## src/include/loader_settings.svh

```systemverilog
/*
 * Loader constants
 *  RAM bases for cartridge and tape images
 *  Host download indexes and cartridge header offsets
 *  Erase pacing and limits, tape rewind margin
 */
`ifndef LOADER_SETTINGS_SVH
`define LOADER_SETTINGS_SVH

// RAM regions for stored images
`define LDR_CRT_BASE        25'h100000
`define LDR_TAP_BASE        25'h200000

// Host download indexes
`define LDR_PRG_INDEX       8'd2
`define LDR_CRT_INDEX       8'd3
`define LDR_CRT_INDEX_ALT   8'hC0
`define LDR_TAP_INDEX       8'd4

// Cartridge image layout
`define LDR_CRT_ID_OFS      25'h16
`define LDR_CRT_CHIP_OFS    25'h40

// 2**bits idle cycles between fill writes
`define LDR_ERASE_GAP_BITS  5
`define LDR_ERASE_TOP       25'h0FFFF
`define LDR_ERASE_TOP_CART  25'h1FFFF

// Rewind when fewer bytes remain with the motor on
`define LDR_TAP_MARGIN      25'd80

`endif

```

## src/rtl/loader_pkg.sv

```systemverilog
/*
 * Loader package
 *  Vector types for addresses, bytes and cartridge fields
 *  Download kind and cartridge header field enums
 */
package loader_pkg;

	typedef logic [24:0] mem_addr_t;
	typedef logic [7:0]  data_t;
	typedef logic [15:0] cart_word_t;
	typedef logic [31:0] blk_len_t;

	typedef enum logic [1:0] {
		DL_NONE,
		DL_PRG,
		DL_CRT,
		DL_TAP
	} dl_kind_t;

	// Header bytes latched by the cartridge register block
	typedef enum logic [3:0] {
		F_ID_HI,
		F_ID_LO,
		F_EXROM,
		F_GAME,
		F_TYPE,
		F_BANK_HI,
		F_BANK_LO,
		F_LADDR_HI,
		F_LADDR_LO,
		F_SIZE_HI,
		F_SIZE_LO
	} crt_field_t;

endpackage

```

## src/rtl/c64_loader.sv

```systemverilog
/*
 * Memory loader core
 *  Slot scheduler, cartridge parser and header registers
 *  Memory eraser and tape player
 */
`timescale 1ns/100ps

module c64_loader (
	input  logic                     clk_sys,
	input  logic                     reset_n,
	input  logic                     ioctl_download_i,
	input  loader_pkg::data_t        ioctl_index_i,
	input  loader_pkg::mem_addr_t    ioctl_addr_i,
	input  loader_pkg::data_t        ioctl_data_i,
	input  logic                     ioctl_wr_i,
	output logic                     ioctl_wait_o,
	input  logic                     slot_i,
	output logic                     mem_ce_o,
	output logic                     mem_we_o,
	output loader_pkg::mem_addr_t    mem_addr_o,
	output loader_pkg::data_t        mem_din_o,
	input  logic                     erase_i,
	input  logic                     detach_i,
	input  logic                     tape_play_btn_i,
	input  logic                     tape_unload_i,
	input  logic                     cass_motor_i,
	input  logic                     tape_fifo_full_i,
	input  logic                     tape_fifo_empty_i,
	output logic                     tape_wr_o,
	output logic                     tape_play_o,
	output logic                     erasing_o,
	output loader_pkg::cart_word_t   cart_id_o,
	output loader_pkg::data_t        cart_exrom_o,
	output loader_pkg::data_t        cart_game_o,
	output loader_pkg::data_t        cart_bank_type_o,
	output loader_pkg::cart_word_t   cart_bank_num_o,
	output loader_pkg::cart_word_t   cart_bank_laddr_o,
	output loader_pkg::cart_word_t   cart_bank_size_o,
	output logic                     cart_bank_wr_o,
	output logic                     cart_attached_o
);

	loader_pkg::dl_kind_t   dl_kind;
	loader_pkg::crt_field_t hdr_field;
	loader_pkg::mem_addr_t  load_addr;
	loader_pkg::mem_addr_t  tape_addr;
	logic crt_base;
	logic crt_align;
	logic crt_data_wr;
	logic hdr_field_wr;
	logic erase_start;
	logic erase_wr;
	logic write_pending;
	logic tape_slot_read;

	mem_slot_scheduler mem_slot_scheduler_inst (
		.clk_sys, .reset_n,
		.ioctl_wr_i, .ioctl_index_i, .ioctl_addr_i, .ioctl_data_i,
		.slot_i,
		.crt_base_i(crt_base), .crt_align_i(crt_align), .crt_data_wr_i(crt_data_wr),
		.erase_start_i(erase_start), .erase_wr_i(erase_wr), .erasing_i(erasing_o),
		.tape_addr_i(tape_addr),
		.dl_kind_o(dl_kind),
		.ioctl_wait_o,
		.mem_ce_o, .mem_we_o, .mem_addr_o, .mem_din_o,
		.write_pending_o(write_pending),
		.load_addr_o(load_addr),
		.tape_slot_read_o(tape_slot_read)
	);

	crt_chip_parser crt_chip_parser_inst (
		.clk_sys, .reset_n,
		.ioctl_wr_i, .ioctl_addr_i, .ioctl_data_i,
		.dl_kind_i(dl_kind),
		.crt_base_o(crt_base), .crt_align_o(crt_align), .crt_data_wr_o(crt_data_wr),
		.hdr_field_o(hdr_field), .hdr_field_wr_o(hdr_field_wr),
		.cart_bank_wr_o
	);

	cart_info_regs cart_info_regs_inst (
		.clk_sys, .reset_n,
		.ioctl_data_i, .ioctl_download_i,
		.dl_kind_i(dl_kind),
		.hdr_field_i(hdr_field), .hdr_field_wr_i(hdr_field_wr),
		.detach_i,
		.cart_id_o, .cart_exrom_o, .cart_game_o, .cart_bank_type_o,
		.cart_bank_num_o, .cart_bank_laddr_o, .cart_bank_size_o,
		.cart_attached_o
	);

	memory_eraser memory_eraser_inst (
		.clk_sys, .reset_n,
		.erase_i,
		.cart_attached_i(cart_attached_o),
		.write_pending_i(write_pending),
		.load_addr_i(load_addr),
		.erase_start_o(erase_start), .erase_wr_o(erase_wr), .erasing_o
	);

	tape_player tape_player_inst (
		.clk_sys, .reset_n,
		.ioctl_download_i, .ioctl_addr_i,
		.dl_kind_i(dl_kind),
		.tape_play_btn_i, .tape_unload_i, .cass_motor_i,
		.tape_fifo_full_i, .tape_fifo_empty_i,
		.tape_slot_read_i(tape_slot_read),
		.tape_addr_o(tape_addr), .tape_wr_o, .tape_play_o
	);

endmodule

```

## src/rtl/cart_info_regs.sv

```systemverilog
/*
 * Cartridge header registers
 *  Global and bank header fields
 *  Attach flag
 */
`timescale 1ns/100ps

module cart_info_regs (
	input  logic                   clk_sys,
	input  logic                   reset_n,
	input  loader_pkg::data_t      ioctl_data_i,
	input  logic                   ioctl_download_i,
	input  loader_pkg::dl_kind_t   dl_kind_i,
	input  loader_pkg::crt_field_t hdr_field_i,
	input  logic                   hdr_field_wr_i,
	input  logic                   detach_i,
	output loader_pkg::cart_word_t cart_id_o,
	output loader_pkg::data_t      cart_exrom_o,
	output loader_pkg::data_t      cart_game_o,
	output loader_pkg::data_t      cart_bank_type_o,
	output loader_pkg::cart_word_t cart_bank_num_o,
	output loader_pkg::cart_word_t cart_bank_laddr_o,
	output loader_pkg::cart_word_t cart_bank_size_o,
	output logic                   cart_attached_o
);

	logic download_d;
	logic detach_d;

	always_ff @(posedge clk_sys) begin
		if (hdr_field_wr_i) begin
			case (hdr_field_i)
				loader_pkg::F_ID_HI:    cart_id_o[15:8]         <= ioctl_data_i;
				loader_pkg::F_ID_LO:    cart_id_o[7:0]          <= ioctl_data_i;
				loader_pkg::F_EXROM:    cart_exrom_o            <= ioctl_data_i;
				loader_pkg::F_GAME:     cart_game_o             <= ioctl_data_i;
				loader_pkg::F_TYPE:     cart_bank_type_o        <= ioctl_data_i;
				loader_pkg::F_BANK_HI:  cart_bank_num_o[15:8]   <= ioctl_data_i;
				loader_pkg::F_BANK_LO:  cart_bank_num_o[7:0]    <= ioctl_data_i;
				loader_pkg::F_LADDR_HI: cart_bank_laddr_o[15:8] <= ioctl_data_i;
				loader_pkg::F_LADDR_LO: cart_bank_laddr_o[7:0]  <= ioctl_data_i;
				loader_pkg::F_SIZE_HI:  cart_bank_size_o[15:8]  <= ioctl_data_i;
				loader_pkg::F_SIZE_LO:  cart_bank_size_o[7:0]   <= ioctl_data_i;
				default: ;
			endcase
		end
	end

	always_ff @(posedge clk_sys) begin
		if (!reset_n) begin
			download_d      <= 1'b0;
			detach_d        <= 1'b0;
			cart_attached_o <= 1'b0;
		end else begin
			download_d <= ioctl_download_i;
			detach_d   <= detach_i;
			// Cleared while a new image streams in, set once it has ended
			if (download_d != ioctl_download_i && dl_kind_i == loader_pkg::DL_CRT)
				cart_attached_o <= download_d;
			if (detach_i && !detach_d)
				cart_attached_o <= 1'b0;
		end
	end

endmodule

```

## src/rtl/crt_chip_parser.sv

```systemverilog
/*
 * Cartridge image parser
 *  Global header field strobes
 *  Chip packet header count and remaining block length
 *  Base, alignment and data write commands for the scheduler
 */
`timescale 1ns/100ps
`include "loader_settings.svh"

module crt_chip_parser (
	input  logic                    clk_sys,
	input  logic                    reset_n,
	input  logic                    ioctl_wr_i,
	input  loader_pkg::mem_addr_t   ioctl_addr_i,
	input  loader_pkg::data_t       ioctl_data_i,
	input  loader_pkg::dl_kind_t    dl_kind_i,
	output logic                    crt_base_o,
	output logic                    crt_align_o,
	output logic                    crt_data_wr_o,
	output loader_pkg::crt_field_t  hdr_field_o,
	output logic                    hdr_field_wr_o,
	output logic                    cart_bank_wr_o
);

	loader_pkg::blk_len_t   blk_len;
	loader_pkg::crt_field_t field_sel;
	logic [3:0] hdr_cnt;
	logic crt_byte;
	logic chip_area;
	logic hdr_start;
	logic field_hit;

	assign crt_byte  = ioctl_wr_i & (dl_kind_i == loader_pkg::DL_CRT);
	assign chip_area = ioctl_addr_i >= `LDR_CRT_CHIP_OFS;
	// No block left and no header in progress, so a new chip packet begins
	assign hdr_start = chip_area & (blk_len == '0) & (hdr_cnt == 4'd0);

	assign crt_base_o    = crt_byte & (ioctl_addr_i == '0);
	assign crt_align_o   = crt_byte & hdr_start;
	assign crt_data_wr_o = crt_byte & chip_area & ~hdr_start & (hdr_cnt == 4'd0);

	always_comb begin
		field_hit = 1'b1;
		field_sel = loader_pkg::F_ID_HI;
		if (!chip_area) begin
			case (ioctl_addr_i)
				`LDR_CRT_ID_OFS:          field_sel = loader_pkg::F_ID_HI;
				`LDR_CRT_ID_OFS + 25'd1:  field_sel = loader_pkg::F_ID_LO;
				`LDR_CRT_ID_OFS + 25'd2:  field_sel = loader_pkg::F_EXROM;
				`LDR_CRT_ID_OFS + 25'd3:  field_sel = loader_pkg::F_GAME;
				default:                  field_hit = 1'b0;
			endcase
		end else begin
			// Chip header bytes 9 to 15
			case (hdr_cnt)
				4'd9:    field_sel = loader_pkg::F_TYPE;
				4'd10:   field_sel = loader_pkg::F_BANK_HI;
				4'd11:   field_sel = loader_pkg::F_BANK_LO;
				4'd12:   field_sel = loader_pkg::F_LADDR_HI;
				4'd13:   field_sel = loader_pkg::F_LADDR_LO;
				4'd14:   field_sel = loader_pkg::F_SIZE_HI;
				4'd15:   field_sel = loader_pkg::F_SIZE_LO;
				default: field_hit = 1'b0;
			endcase
		end
	end

	always_ff @(posedge clk_sys) begin
		if (!reset_n) begin
			hdr_cnt        <= 4'd0;
			blk_len        <= '0;
			hdr_field_wr_o <= 1'b0;
			cart_bank_wr_o <= 1'b0;
		end else begin
			hdr_field_wr_o <= crt_byte & field_hit;
			cart_bank_wr_o <= crt_byte & chip_area & (hdr_cnt == 4'd15);
			if (crt_byte) begin
				if (crt_base_o) begin
					hdr_cnt <= 4'd0;
					blk_len <= '0;
				end else if (hdr_start) begin
					hdr_cnt <= 4'd1;
				end else if (hdr_cnt != 4'd0) begin
					// Wraps to zero after the 16th header byte
					hdr_cnt <= hdr_cnt + 1'b1;
					case (hdr_cnt)
						4'd4, 4'd5, 4'd6, 4'd7: blk_len <= {blk_len[23:0], ioctl_data_i};
						4'd8:                   blk_len <= blk_len - 32'd16;
						default: ;
					endcase
				end else if (chip_area) begin
					blk_len <= blk_len - 1'b1;
				end
			end
		end
	end

	always_ff @(posedge clk_sys) begin
		if (crt_byte && field_hit)
			hdr_field_o <= field_sel;
	end

endmodule

```

## src/rtl/mem_slot_scheduler.sv

```systemverilog
/*
 * Memory slot scheduler
 *  Download kind decode and the RAM load address
 *  One pending write, issued at the end of a slot
 *  Tape reads in slots that carry no write
 */
`timescale 1ns/100ps
`include "loader_settings.svh"

module mem_slot_scheduler (
	input  logic                  clk_sys,
	input  logic                  reset_n,
	input  logic                  ioctl_wr_i,
	input  loader_pkg::data_t     ioctl_index_i,
	input  loader_pkg::mem_addr_t ioctl_addr_i,
	input  loader_pkg::data_t     ioctl_data_i,
	input  logic                  slot_i,
	input  logic                  crt_base_i,
	input  logic                  crt_align_i,
	input  logic                  crt_data_wr_i,
	input  logic                  erase_start_i,
	input  logic                  erase_wr_i,
	input  logic                  erasing_i,
	input  loader_pkg::mem_addr_t tape_addr_i,
	output loader_pkg::dl_kind_t  dl_kind_o,
	output logic                  ioctl_wait_o,
	output logic                  mem_ce_o,
	output logic                  mem_we_o,
	output loader_pkg::mem_addr_t mem_addr_o,
	output loader_pkg::data_t     mem_din_o,
	output logic                  write_pending_o,
	output loader_pkg::mem_addr_t load_addr_o,
	output logic                  tape_slot_read_o
);

	loader_pkg::mem_addr_t load_addr;
	loader_pkg::data_t     wr_data;
	logic slot_d;
	logic slot_fall;
	logic slot_second;
	logic req_wr;
	logic rd_served;

	always_comb begin
		case (ioctl_index_i)
			`LDR_PRG_INDEX:                     dl_kind_o = loader_pkg::DL_PRG;
			`LDR_CRT_INDEX, `LDR_CRT_INDEX_ALT: dl_kind_o = loader_pkg::DL_CRT;
			`LDR_TAP_INDEX:                     dl_kind_o = loader_pkg::DL_TAP;
			default:                            dl_kind_o = loader_pkg::DL_NONE;
		endcase
	end

	assign slot_fall        = ~slot_i & slot_d;
	assign slot_second      = slot_i & slot_d;
	assign ioctl_wait_o     = req_wr;
	assign write_pending_o  = req_wr;
	assign load_addr_o      = load_addr;
	assign tape_slot_read_o = slot_second & rd_served;

	// ======================================================================
	// Slot issue and load address
	// ======================================================================
	always_ff @(posedge clk_sys) begin
		if (!reset_n) begin
			slot_d    <= 1'b0;
			req_wr    <= 1'b0;
			rd_served <= 1'b0;
			mem_ce_o  <= 1'b0;
			mem_we_o  <= 1'b0;
			load_addr <= '0;
		end else begin
			slot_d <= slot_i;

			// Memory has sampled the request by now
			if (slot_second) begin
				mem_ce_o  <= 1'b0;
				mem_we_o  <= 1'b0;
				rd_served <= 1'b0;
			end

			// Pending write wins, otherwise the slot reads tape data
			if (slot_fall) begin
				mem_ce_o  <= 1'b1;
				mem_we_o  <= req_wr;
				rd_served <= ~req_wr;
				if (req_wr) begin
					req_wr    <= 1'b0;
					load_addr <= load_addr + 1'b1;
				end
			end

			if (ioctl_wr_i) begin
				case (dl_kind_o)
					loader_pkg::DL_PRG: begin
						// First two bytes carry the load address, low byte first
						if (ioctl_addr_i == 25'd0)
							load_addr <= loader_pkg::mem_addr_t'(ioctl_data_i);
						else if (ioctl_addr_i == 25'd1)
							load_addr[15:8] <= ioctl_data_i;
						else
							req_wr <= 1'b1;
					end
					loader_pkg::DL_TAP: begin
						if (ioctl_addr_i == 25'd0)
							load_addr <= `LDR_TAP_BASE;
						req_wr <= 1'b1;
					end
					default: ;
				endcase
			end

			if (crt_base_i)
				load_addr <= `LDR_CRT_BASE;
			// Chip data starts on the next 8 KB boundary
			if (crt_align_i && load_addr[12:0] != 13'd0)
				load_addr <= {load_addr[24:13] + 1'b1, 13'd0};
			if (crt_data_wr_i)
				req_wr <= 1'b1;

			if (erase_start_i)
				load_addr <= '0;
			if (erase_wr_i)
				req_wr <= 1'b1;
		end
	end

	// Write payload and request address
	always_ff @(posedge clk_sys) begin
		if (ioctl_wr_i)
			wr_data <= ioctl_data_i;
		if (slot_fall) begin
			if (req_wr) begin
				mem_addr_o <= load_addr;
				// Fill pattern alternates every 64 bytes
				mem_din_o  <= erasing_i ? {8{load_addr[6]}} : wr_data;
			end else begin
				mem_addr_o <= `LDR_TAP_BASE + tape_addr_i;
			end
		end
	end

	// A write strobe always rides on an active request
	assert property (@(posedge clk_sys) disable iff (!reset_n)
		$rose(mem_we_o) |-> mem_ce_o);

endmodule

```

## src/rtl/memory_eraser.sv

```systemverilog
/*
 * RAM eraser
 *  Paced fill writes from address zero up to the chosen top
 */
`timescale 1ns/100ps
`include "loader_settings.svh"

module memory_eraser (
	input  logic                  clk_sys,
	input  logic                  reset_n,
	input  logic                  erase_i,
	input  logic                  cart_attached_i,
	input  logic                  write_pending_i,
	input  loader_pkg::mem_addr_t load_addr_i,
	output logic                  erase_start_o,
	output logic                  erase_wr_o,
	output logic                  erasing_o
);

	logic [`LDR_ERASE_GAP_BITS-1:0] gap_cnt;
	loader_pkg::mem_addr_t erase_top;
	logic gap_run;

	// Count only while no write is queued or in flight
	assign gap_run = erasing_o & ~write_pending_i & ~erase_wr_o & ~erase_start_o;

	always_ff @(posedge clk_sys) begin
		if (!reset_n) begin
			erase_start_o <= 1'b0;
			erase_wr_o    <= 1'b0;
			erasing_o     <= 1'b0;
			gap_cnt       <= '0;
			erase_top     <= `LDR_ERASE_TOP;
		end else begin
			erase_start_o <= 1'b0;
			erase_wr_o    <= 1'b0;
			if (erase_i && !erasing_o) begin
				erasing_o     <= 1'b1;
				erase_start_o <= 1'b1;
				gap_cnt       <= '0;
				// Cartridge RAM above 64 KB is cleared too
				erase_top     <= cart_attached_i ? `LDR_ERASE_TOP_CART : `LDR_ERASE_TOP;
			end else if (gap_run) begin
				gap_cnt <= gap_cnt + 1'b1;
				if (&gap_cnt) begin
					if (load_addr_i <= erase_top)
						erase_wr_o <= 1'b1;
					else
						erasing_o <= 1'b0;
				end
			end
		end
	end

	// Each fill write is queued in the scheduler on the next cycle
	assert property (@(posedge clk_sys) disable iff (!reset_n)
		erase_wr_o |-> erasing_o ##1 write_pending_i);

endmodule

```

## src/rtl/tape_player.sv

```systemverilog
/*
 * Tape player
 *  Play state, restart and end address
 *  Fetch address and FIFO write strobes
 */
`timescale 1ns/100ps
`include "loader_settings.svh"

module tape_player (
	input  logic                  clk_sys,
	input  logic                  reset_n,
	input  logic                  ioctl_download_i,
	input  loader_pkg::mem_addr_t ioctl_addr_i,
	input  loader_pkg::dl_kind_t  dl_kind_i,
	input  logic                  tape_play_btn_i,
	input  logic                  tape_unload_i,
	input  logic                  cass_motor_i,
	input  logic                  tape_fifo_full_i,
	input  logic                  tape_fifo_empty_i,
	input  logic                  tape_slot_read_i,
	output loader_pkg::mem_addr_t tape_addr_o,
	output logic                  tape_wr_o,
	output logic                  tape_play_o
);

	loader_pkg::mem_addr_t last_addr;
	logic restart;
	logic loaded;
	logic fetch_pend;
	logic btn_d;
	logic empty_d;

	assign loaded  = tape_addr_o < last_addr;
	assign restart = (ioctl_download_i & (dl_kind_i == loader_pkg::DL_TAP)) | tape_unload_i |
		(cass_motor_i & ((last_addr - tape_addr_o) < `LDR_TAP_MARGIN));

	always_ff @(posedge clk_sys) begin
		if (!reset_n) begin
			last_addr   <= '0;
			tape_addr_o <= '0;
			tape_wr_o   <= 1'b0;
			tape_play_o <= 1'b0;
			fetch_pend  <= 1'b0;
			btn_d       <= 1'b0;
			empty_d     <= 1'b0;
		end else begin
			btn_d     <= tape_play_btn_i;
			empty_d   <= tape_fifo_empty_i;
			tape_wr_o <= 1'b0;
			if (restart) begin
				// Two bytes past the last address so the FIFO never runs dry early
				last_addr   <= ioctl_download_i ? ioctl_addr_i + 25'd2 : '0;
				tape_addr_o <= '0;
				tape_play_o <= ioctl_download_i;
				fetch_pend  <= 1'b0;
			end else begin
				if (tape_play_btn_i && !btn_d)
					tape_play_o <= ~tape_play_o;
				if (tape_fifo_empty_i && !empty_d)
					tape_play_o <= 1'b0;
				if (fetch_pend && tape_slot_read_i) begin
					tape_addr_o <= tape_addr_o + 1'b1;
					fetch_pend  <= 1'b0;
					tape_wr_o   <= 1'b1;
				end else if (!fetch_pend && !tape_wr_o && !tape_fifo_full_i && loaded) begin
					// Full flag settles one cycle after a write
					fetch_pend <= 1'b1;
				end
			end
		end
	end

endmodule

```

## config.mk

```make
export PLATFORM = sky130hd
export DESIGN_NAME = c64_loader
export DESIGN_NICKNAME = d
export VERILOG_FILES = /design/src/rtl/loader_pkg.sv /design/src/rtl/c64_loader.sv /design/src/rtl/cart_info_regs.sv /design/src/rtl/crt_chip_parser.sv /design/src/rtl/mem_slot_scheduler.sv /design/src/rtl/memory_eraser.sv /design/src/rtl/tape_player.sv
export VERILOG_INCLUDE_DIRS = /design/src /design/src/include
export SDC_FILE = /design/constraint.sdc
export NUM_CORES = 1
export LEC_CHECK = 0
export ABC_CLOCK_PERIOD_IN_PS = 3900
export BUFFER_PORTS_ARGS = -buffer_cell sky130_fd_sc_hd__buf_4
export CAP_MARGIN = 10
export CORE_MARGIN = 4
export CORE_UTILIZATION = 30
export DETAILED_ROUTE_END_ITERATION = 10
export GPL_TIMING_DRIVEN = 1
export HOLD_SLACK_MARGIN = 0.06
export PLACE_DENSITY_LB_ADDON = 0.12
export SETUP_SLACK_MARGIN = 0.2
export SYNTH_ARGS = -nofsm -noshare
export SYNTH_HDL_FRONTEND = slang
export SYNTH_HIERARCHICAL = 1
export SYNTH_SLANG_ARGS = --single-unit
export TNS_END_PERCENT = 50
```

## constraint.sdc

```tcl
create_clock -name clk_sys -period 3.9 [get_ports clk_sys]
set_input_delay 0.39 -clock clk_sys [delete_from_list [all_inputs] [get_ports clk_sys]]
set_output_delay 0.39 -clock clk_sys [all_outputs]
set_load 0.01 [all_outputs]
```

-- After elaboration in Yosys (flattened, before gate mapping)
Index checks and enable logic that the tools add are counted.
- register bits after elaboration: 292
- input port bits: 53
- output and inout bits: 129
- logic and storage cells: 230
- $add $sub $neg: 10
- magnitude comparators: 4
- equal/unequal tests: 38
- mux-type cells: 51
- bitwise gates (word level): 29
- reduce and logical (&&, ||, !) cells: 57
- operators by type and width (operator ; count):
    $mux W25 ; 8
    $mux W32 ; 4
    $eq A25 B5 Y1 const B ; 4
    $pmux W32 S2 ; 1
    $add A25 B1 Y25 const B ; 2
    $pmux W25 S2 ; 1
    $eq A4 B4 Y1 const B ; 11
    $eq A4 B3 Y1 const B ; 8
    $logic_not A32 Y1 ; 1
    $mux W8 ; 4
    $sub A32 B1 Y32 const B ; 1
    $sub A32 B5 Y32 const B ; 1
    $pmux W4 S7 ; 1
    $reduce_and A2 Y1 ; 13
    $add A22 B25 Y25 const A ; 1
    $add A25 B2 Y25 const B ; 1
    $eq A25 B1 Y1 const B ; 1
    $ge A25 B7 Y1 const B ; 1
    $le A25 B25 Y1 ; 1
    $logic_not A25 Y1 ; 1
    $lt A25 B25 Y1 ; 1
    $lt A25 B7 Y1 const B ; 1
    $sub A25 B25 Y25 ; 1
    $mux W1 ; 23
    other kinds (36) ; 97

-- Logic depth before layout (Yosys ltp)
- depth after elaboration: 10
- gate-level depth with buffers: 14
- depth with buffers taken out: 13

-- By module
Netlist, hierarchy kept.
- by module, submodules not included (module ; times used ; cells an instance ; area an instance (um^2) ; seq. area each (um^2)):
    tape_player ; 1 ; 563 ; 4421.7 ; 1101.1
    mem_slot_scheduler ; 1 ; 341 ; 3530.9 ; 1831.8
    crt_chip_parser ; 1 ; 410 ; 3060.4 ; 880.8
    cart_info_regs ; 1 ; 116 ; 2844.0 ; 2702.6
    memory_eraser ; 1 ; 47 ; 441.7 ; 180.2

-- Worst setup path after synthesis
OpenSTA, ideal clock, no wires.
- path kind: in2reg
- start point: input ioctl_index_i[3]
- end point: register crt_chip_parser_inst.blk_len[11]
- setup time: 0.117 ns
- arrival time: 3.091 ns
- setup slack: 0.692 ns
- stages: 12
- buffers on the path: 1
- cells stage by stage: or3_1 or3_1 o22a_1 inv_1 nand3b_1 or4_1 or3_1 clkinv_1 o311a_4 nor2_4 buf_6 a22o_1
- cells in the longest elaborated chain, start to end: 8
- RTL lines (element ; RTL line ; text):
    from (decl) ; c64_loader.sv:12 ; input loader_pkg::data_t ioctl_index_i,
    $eq A8 B2 Y1 / $eq A8 B8 Y1 (equally long branches) ; mem_slot_scheduler.sv:45 ; case (ioctl_index_i)
    $reduce_or A2 Y1 ; mem_slot_scheduler.sv:45 ;
    $pmux W2 S3 * ; mem_slot_scheduler.sv:45 ;
    via dl_kind[1] ; c64_loader.sv:43 ; loader_pkg::dl_kind_t dl_kind;
    $eq A2 B2 Y1 * ; crt_chip_parser.sv:33 ; assign crt_byte = ioctl_wr_i & (dl_kind_i == loader_pkg::DL_CRT);
    $and A1 B1 Y1 * ; crt_chip_parser.sv:33 ;
    $and A1 B1 Y1 * ; crt_chip_parser.sv:38 ; assign crt_base_o = crt_byte & (ioctl_addr_i == '0);
    via crt_base ; c64_loader.sv:47 ; logic crt_base;
    $ne A4 B4 Y1 (no source line), or another cell as far along ; n/a ;
    $reduce_and A4 Y1 (no source line) ; n/a ;
    to (signal assigned) ; crt_chip_parser.sv:87 ; 4'd4, 4'd5, 4'd6, 4'd7: blk_len <= {blk_len[23:0], ioctl_data_i};
    to (signal assigned) ; crt_chip_parser.sv:88 ; 4'd8: blk_len <= blk_len - 32'd16;
    to (signal assigned) ; crt_chip_parser.sv:92 ; blk_len <= blk_len - 1'b1;
    to (decl) ; crt_chip_parser.sv:25 ; loader_pkg::blk_len_t blk_len;
Mark *: on every way through the listed nets, which the timed path passes. The rest lies on a longest branch.
A chain may end at the register's enable or synchronous reset.

-- Worst setup path in the final report
- start point: register tape_player_inst.tape_addr_o[21]
- end point: register tape_player_inst.last_addr[15]
- cells in the longest elaborated chain, start to end: 4
- RTL lines (element ; RTL line ; text):
    from (decl) ; tape_player.sv:21 ; output loader_pkg::mem_addr_t tape_addr_o,
    from (signal assigned) ; tape_player.sv:62 ; tape_addr_o <= tape_addr_o + 1'b1;
    $sub A25 B25 Y25 ; tape_player.sv:35 ; (cass_motor_i & ((last_addr - tape_addr_o) < `LDR_TAP_MARGIN));
    $lt A25 B7 Y1 (no source line) ; n/a ;
    $and A1 B1 Y1 ; tape_player.sv:35 ;
    $or A1 B1 Y1 ; tape_player.sv:34 ; assign restart = (ioctl_download_i & (dl_kind_i == loader_pkg::DL_TAP)) | tape_unload_i |
    to (signal assigned) ; tape_player.sv:52 ; last_addr <= ioctl_download_i ? ioctl_addr_i + 25'd2 : '0;
    to (decl) ; tape_player.sv:26 ; loader_pkg::mem_addr_t last_addr;
Every way passes these cells.

==> results.json <==
{
  "vias": 12300,
  "drt_pass1_iterations": 5,
  "path_class": "reg2reg",
  "fin_crit_sh_pct": 89.1,
  "crit_slowest_cell": "dfxtp_1",
  "synth_area_per_cell_um2": 9.68,
  "wl_per_cell_um": 20.6,
  "synth_top_area_cell": "edfxtp_1",
  "arrival_ps": 3970,
  "yosysWarningCount": 6,
  "cts_root_buf": "clkbuf_16",
  "die_area_um2": 51200,
  "timing.final.ws_setup_ps": 425,
  "drtAntennaViolNets": 0,
  "track_usage_pct": 17.8,
  "synth_cell_type_count": 96,
  "hold_viol": 0,
  "clk_latency_ps": 570,
  "gp_congestion": 0.883,
  "cts_made_buffers": 31,
  "layout-drive-gt1-share_pct": 21.4,
  "grt_pass1_wl_mm": 71.9,
  "synth_top_area_share_pct": 27.9,
  "drc": 0,
  "path_max_fanout": 26,
  "syn_to_final_growth_pct": 22.9,
  "slew_headroom_pct": 24.4,
  "grt_pass1_vias": 11800,
  "hold_class": "in2reg",
  "worstPathCellList": "inv_1 -> ha_1 -> a21oi_2 -> o221ai_1 -> a2111oi_2 -> o2111ai_1 -> nor4_1 -> nand4_1 -> o31a_1 -> buf_12 -> o22ai_1",
  "ctsHtreeMaxLevel": 1,
  "leakage_uw": 0.00662,
  "peakVddDrop_uv": 338,
  "setup_viol": 0,
  "clk_path_buf_depth": 3,
  "synth_seq_area_share_pct": 46.8,
  "setup_tns_ps": 0,
  "slowest_delay_ps": 500,
  "grt_max_degree": 54,
  "drtIter0Drc": 1107,
  "die_w_um": 226,
  "synth_nets": 1571,
  "period_needed_ps": 3470,
  "rsz0062_at_grt": "false",
  "async_flop_share_pct": 0,
  "nNetsFinal": 1765,
  "endpoint_kind": "flip-flop",
  "overflow": 0,
  "synth_common_cells": "137 x nand2_1, 135 x dfxtp_1, 133 x edfxtp_1, 102 x nor2_1, 78 x a21oi_1",
  "cts.sinks": 268,
  "power_density_nw_per_um2": 375,
  "place_ws_ps": 295,
  "dp_hpwl_mm": 34.7,
  "core-area_um2": 46900,
  "rows": 79,
  "final_max_slew_viol_count": 0,
  "fp.dieH_um": 226,
  "clock_skew_ps": 7.47,
  "syn_area_um2": 14300,
  "cp.required_ps": 4390,
  "utilization_pct": 37.5,
  "max_freq_mhz": 288,
  "yosysMostFrequentCell": "nand2_1",
  "path_clk_slew_ps": 60,
  "cts_tree": "done",
  "nFillCells": 4734,
  "wl_mm": 47.3,
  "crit_path_start_kind": "flip-flop",
  "synth_cells": 1477,
  "synth_area_leaders": "edfxtp_1 28%, dfxtp_1 19%, nand2_1 3.6%",
  "via_per_inst": 5.37,
  "drv_cap": 0,
  "synth-main-ff-cell": "dfxtp_1",
  "io_buffers": 181,
  "diodes": 0,
  "synth_edf_count": 133,
  "total_power_uw": 6590,
  "ioPinCount": 182,
  "tightest_slew_ps": 1130,
  "synth_seq_cells": 268,
  "start_util_pct": 30.5,
  "grt_antenna_before_repair": 0,
  "status": "finished clean"
}
power breakdown:
| part | leakage, µW | total (µW) | switching [µW] | internal [µW] |
|---|---|---|---|---|
| Clock | 0.000521 | 3020 | 1170 | 1850 |
| Sequential | 0.00231 | 3000 | 20.7 | 2980 |
| Combinational | 0.00379 | 569 | 346 | 223 |
placed cells by master, fill, tap and decap left out, types with 18 or more instances in the layout:
cell type  synthesis  routed
xnor2_1           53      53
dfxtp_1          135     135
nand4_1           32      32
edfxtp_1         133     133
nor4_1            27      25
buf_4              4     213
inv_1             72      72
ha_1              41      37
a21oi_1           78      76
nand2b_1          20      20
o22ai_1           18      18
xor2_1            32      32
nand2_1          137     137
nand3_1           66      66
mux2_2            24      24
nor3_1            73      73
nor2_1           102     101
and3_1            20      20
o21ai_0           64      64
clkbuf_16          0      31
final timing paths:
check             slack (ps)  depth (start not counted)                                  end                             start
hold / removal           110                          3     memory_eraser_inst/erase_start_o                           erase_i
hold reg to reg          460                          2  cart_info_regs_inst/cart_attached_o    cart_info_regs_inst/download_d
setup reg to reg         430                         11       tape_player_inst/last_addr[15]  tape_player_inst/tape_addr_o[21]
setup / recovery         430                         11       tape_player_inst/last_addr[15]  tape_player_inst/tape_addr_o[21]
routing by layer:
metal / part of all wire, % / GRT usage (%)
met1: 47 / 26.2
met5: 0 / 0
met3: 7.0 / 2.85
met4: 2.0 / 3.93
met2: 44 / 27.6
layout make-up:
type	count	area [µm²]	share of cell area, %
Clock buffer	38	842	4.79
Clock inverter	18	219	1.25
Inverter	73	274	1.56
Multi-Input combinational cell	1076	7090	40.3
Sequential cell	268	6700	38.1
Tap cell	607	759	4.32
Timing Repair Buffer	221	1690	9.64
per-stage QoR:
| step | hold slack [ps] | cell area [µm²] | std cells |
|---|---|---|---|
| 2_1_floorplan | 428 | 14300 | 1477 |
| 3_3_place_gp | 449 | 16400 | 2239 |
| 3_5_place_dp | 448 | 16400 | 2239 |
| 4_1_cts | 66.7 | 17500 | 2300 |
| 5_1_grt | 92.4 | 17600 | 2301 |
| 6_report | 105 | 17600 | 2301 |
sequential cells by signal, indices dropped and copies added, names as in the netlist, 4 cells and up:
name and count:
crt_chip_parser_inst/blk_len 32, mem_slot_scheduler_inst/load_addr_o 25, mem_slot_scheduler_inst/mem_addr_o 25, tape_player_inst/last_addr 25, tape_player_inst/tape_addr_o 25, cart_info_regs_inst/cart_bank_laddr_o 16
cart_info_regs_inst/cart_bank_num_o 16, cart_info_regs_inst/cart_bank_size_o 16, cart_info_regs_inst/cart_id_o 16, cart_info_regs_inst/cart_bank_type_o 8, cart_info_regs_inst/cart_exrom_o 8, cart_info_regs_inst/cart_game_o 8
mem_slot_scheduler_inst/mem_din_o 8, mem_slot_scheduler_inst/wr_data 8, memory_eraser_inst/gap_cnt 5, crt_chip_parser_inst/hdr_cnt 4, crt_chip_parser_inst/hdr_field_o 4
kinds of logic (layout without fill, tap and decap cells):
kind of cell / Yosys count / in the layout / share of synthesized area [%]
compound gates: 336 / 336 / 16.8
xor+xnor: 85 / 85 / 5.21
fa+ha+maj: 41 / 41 / 3.59
buf+inv: 133 / 350 / 4.03
flops: 268 / 268 / 46.8
mux: 30 / 30 / 2.31
simple gates: 584 / 584 / 21.2
critical path: cells and delay by family (launching register included):
family / cells / cell delay [ps]
adders and majority gates: 1 / 440
and+or+nand+nor: 2 / 580
AOI/OAI and AO/OA: 6 / 1540
buffers and inverters: 2 / 310
DFF: 1 / 500
repair_timing:
item,CTS,global route
setup endpoints to repair,0,53
setup buffers,0,0
endpoints found under the hold margin,7,0
hold buffers,5,0
gates resized for setup,0,12
No activity file was read; power rests on OpenSTA's default activity.
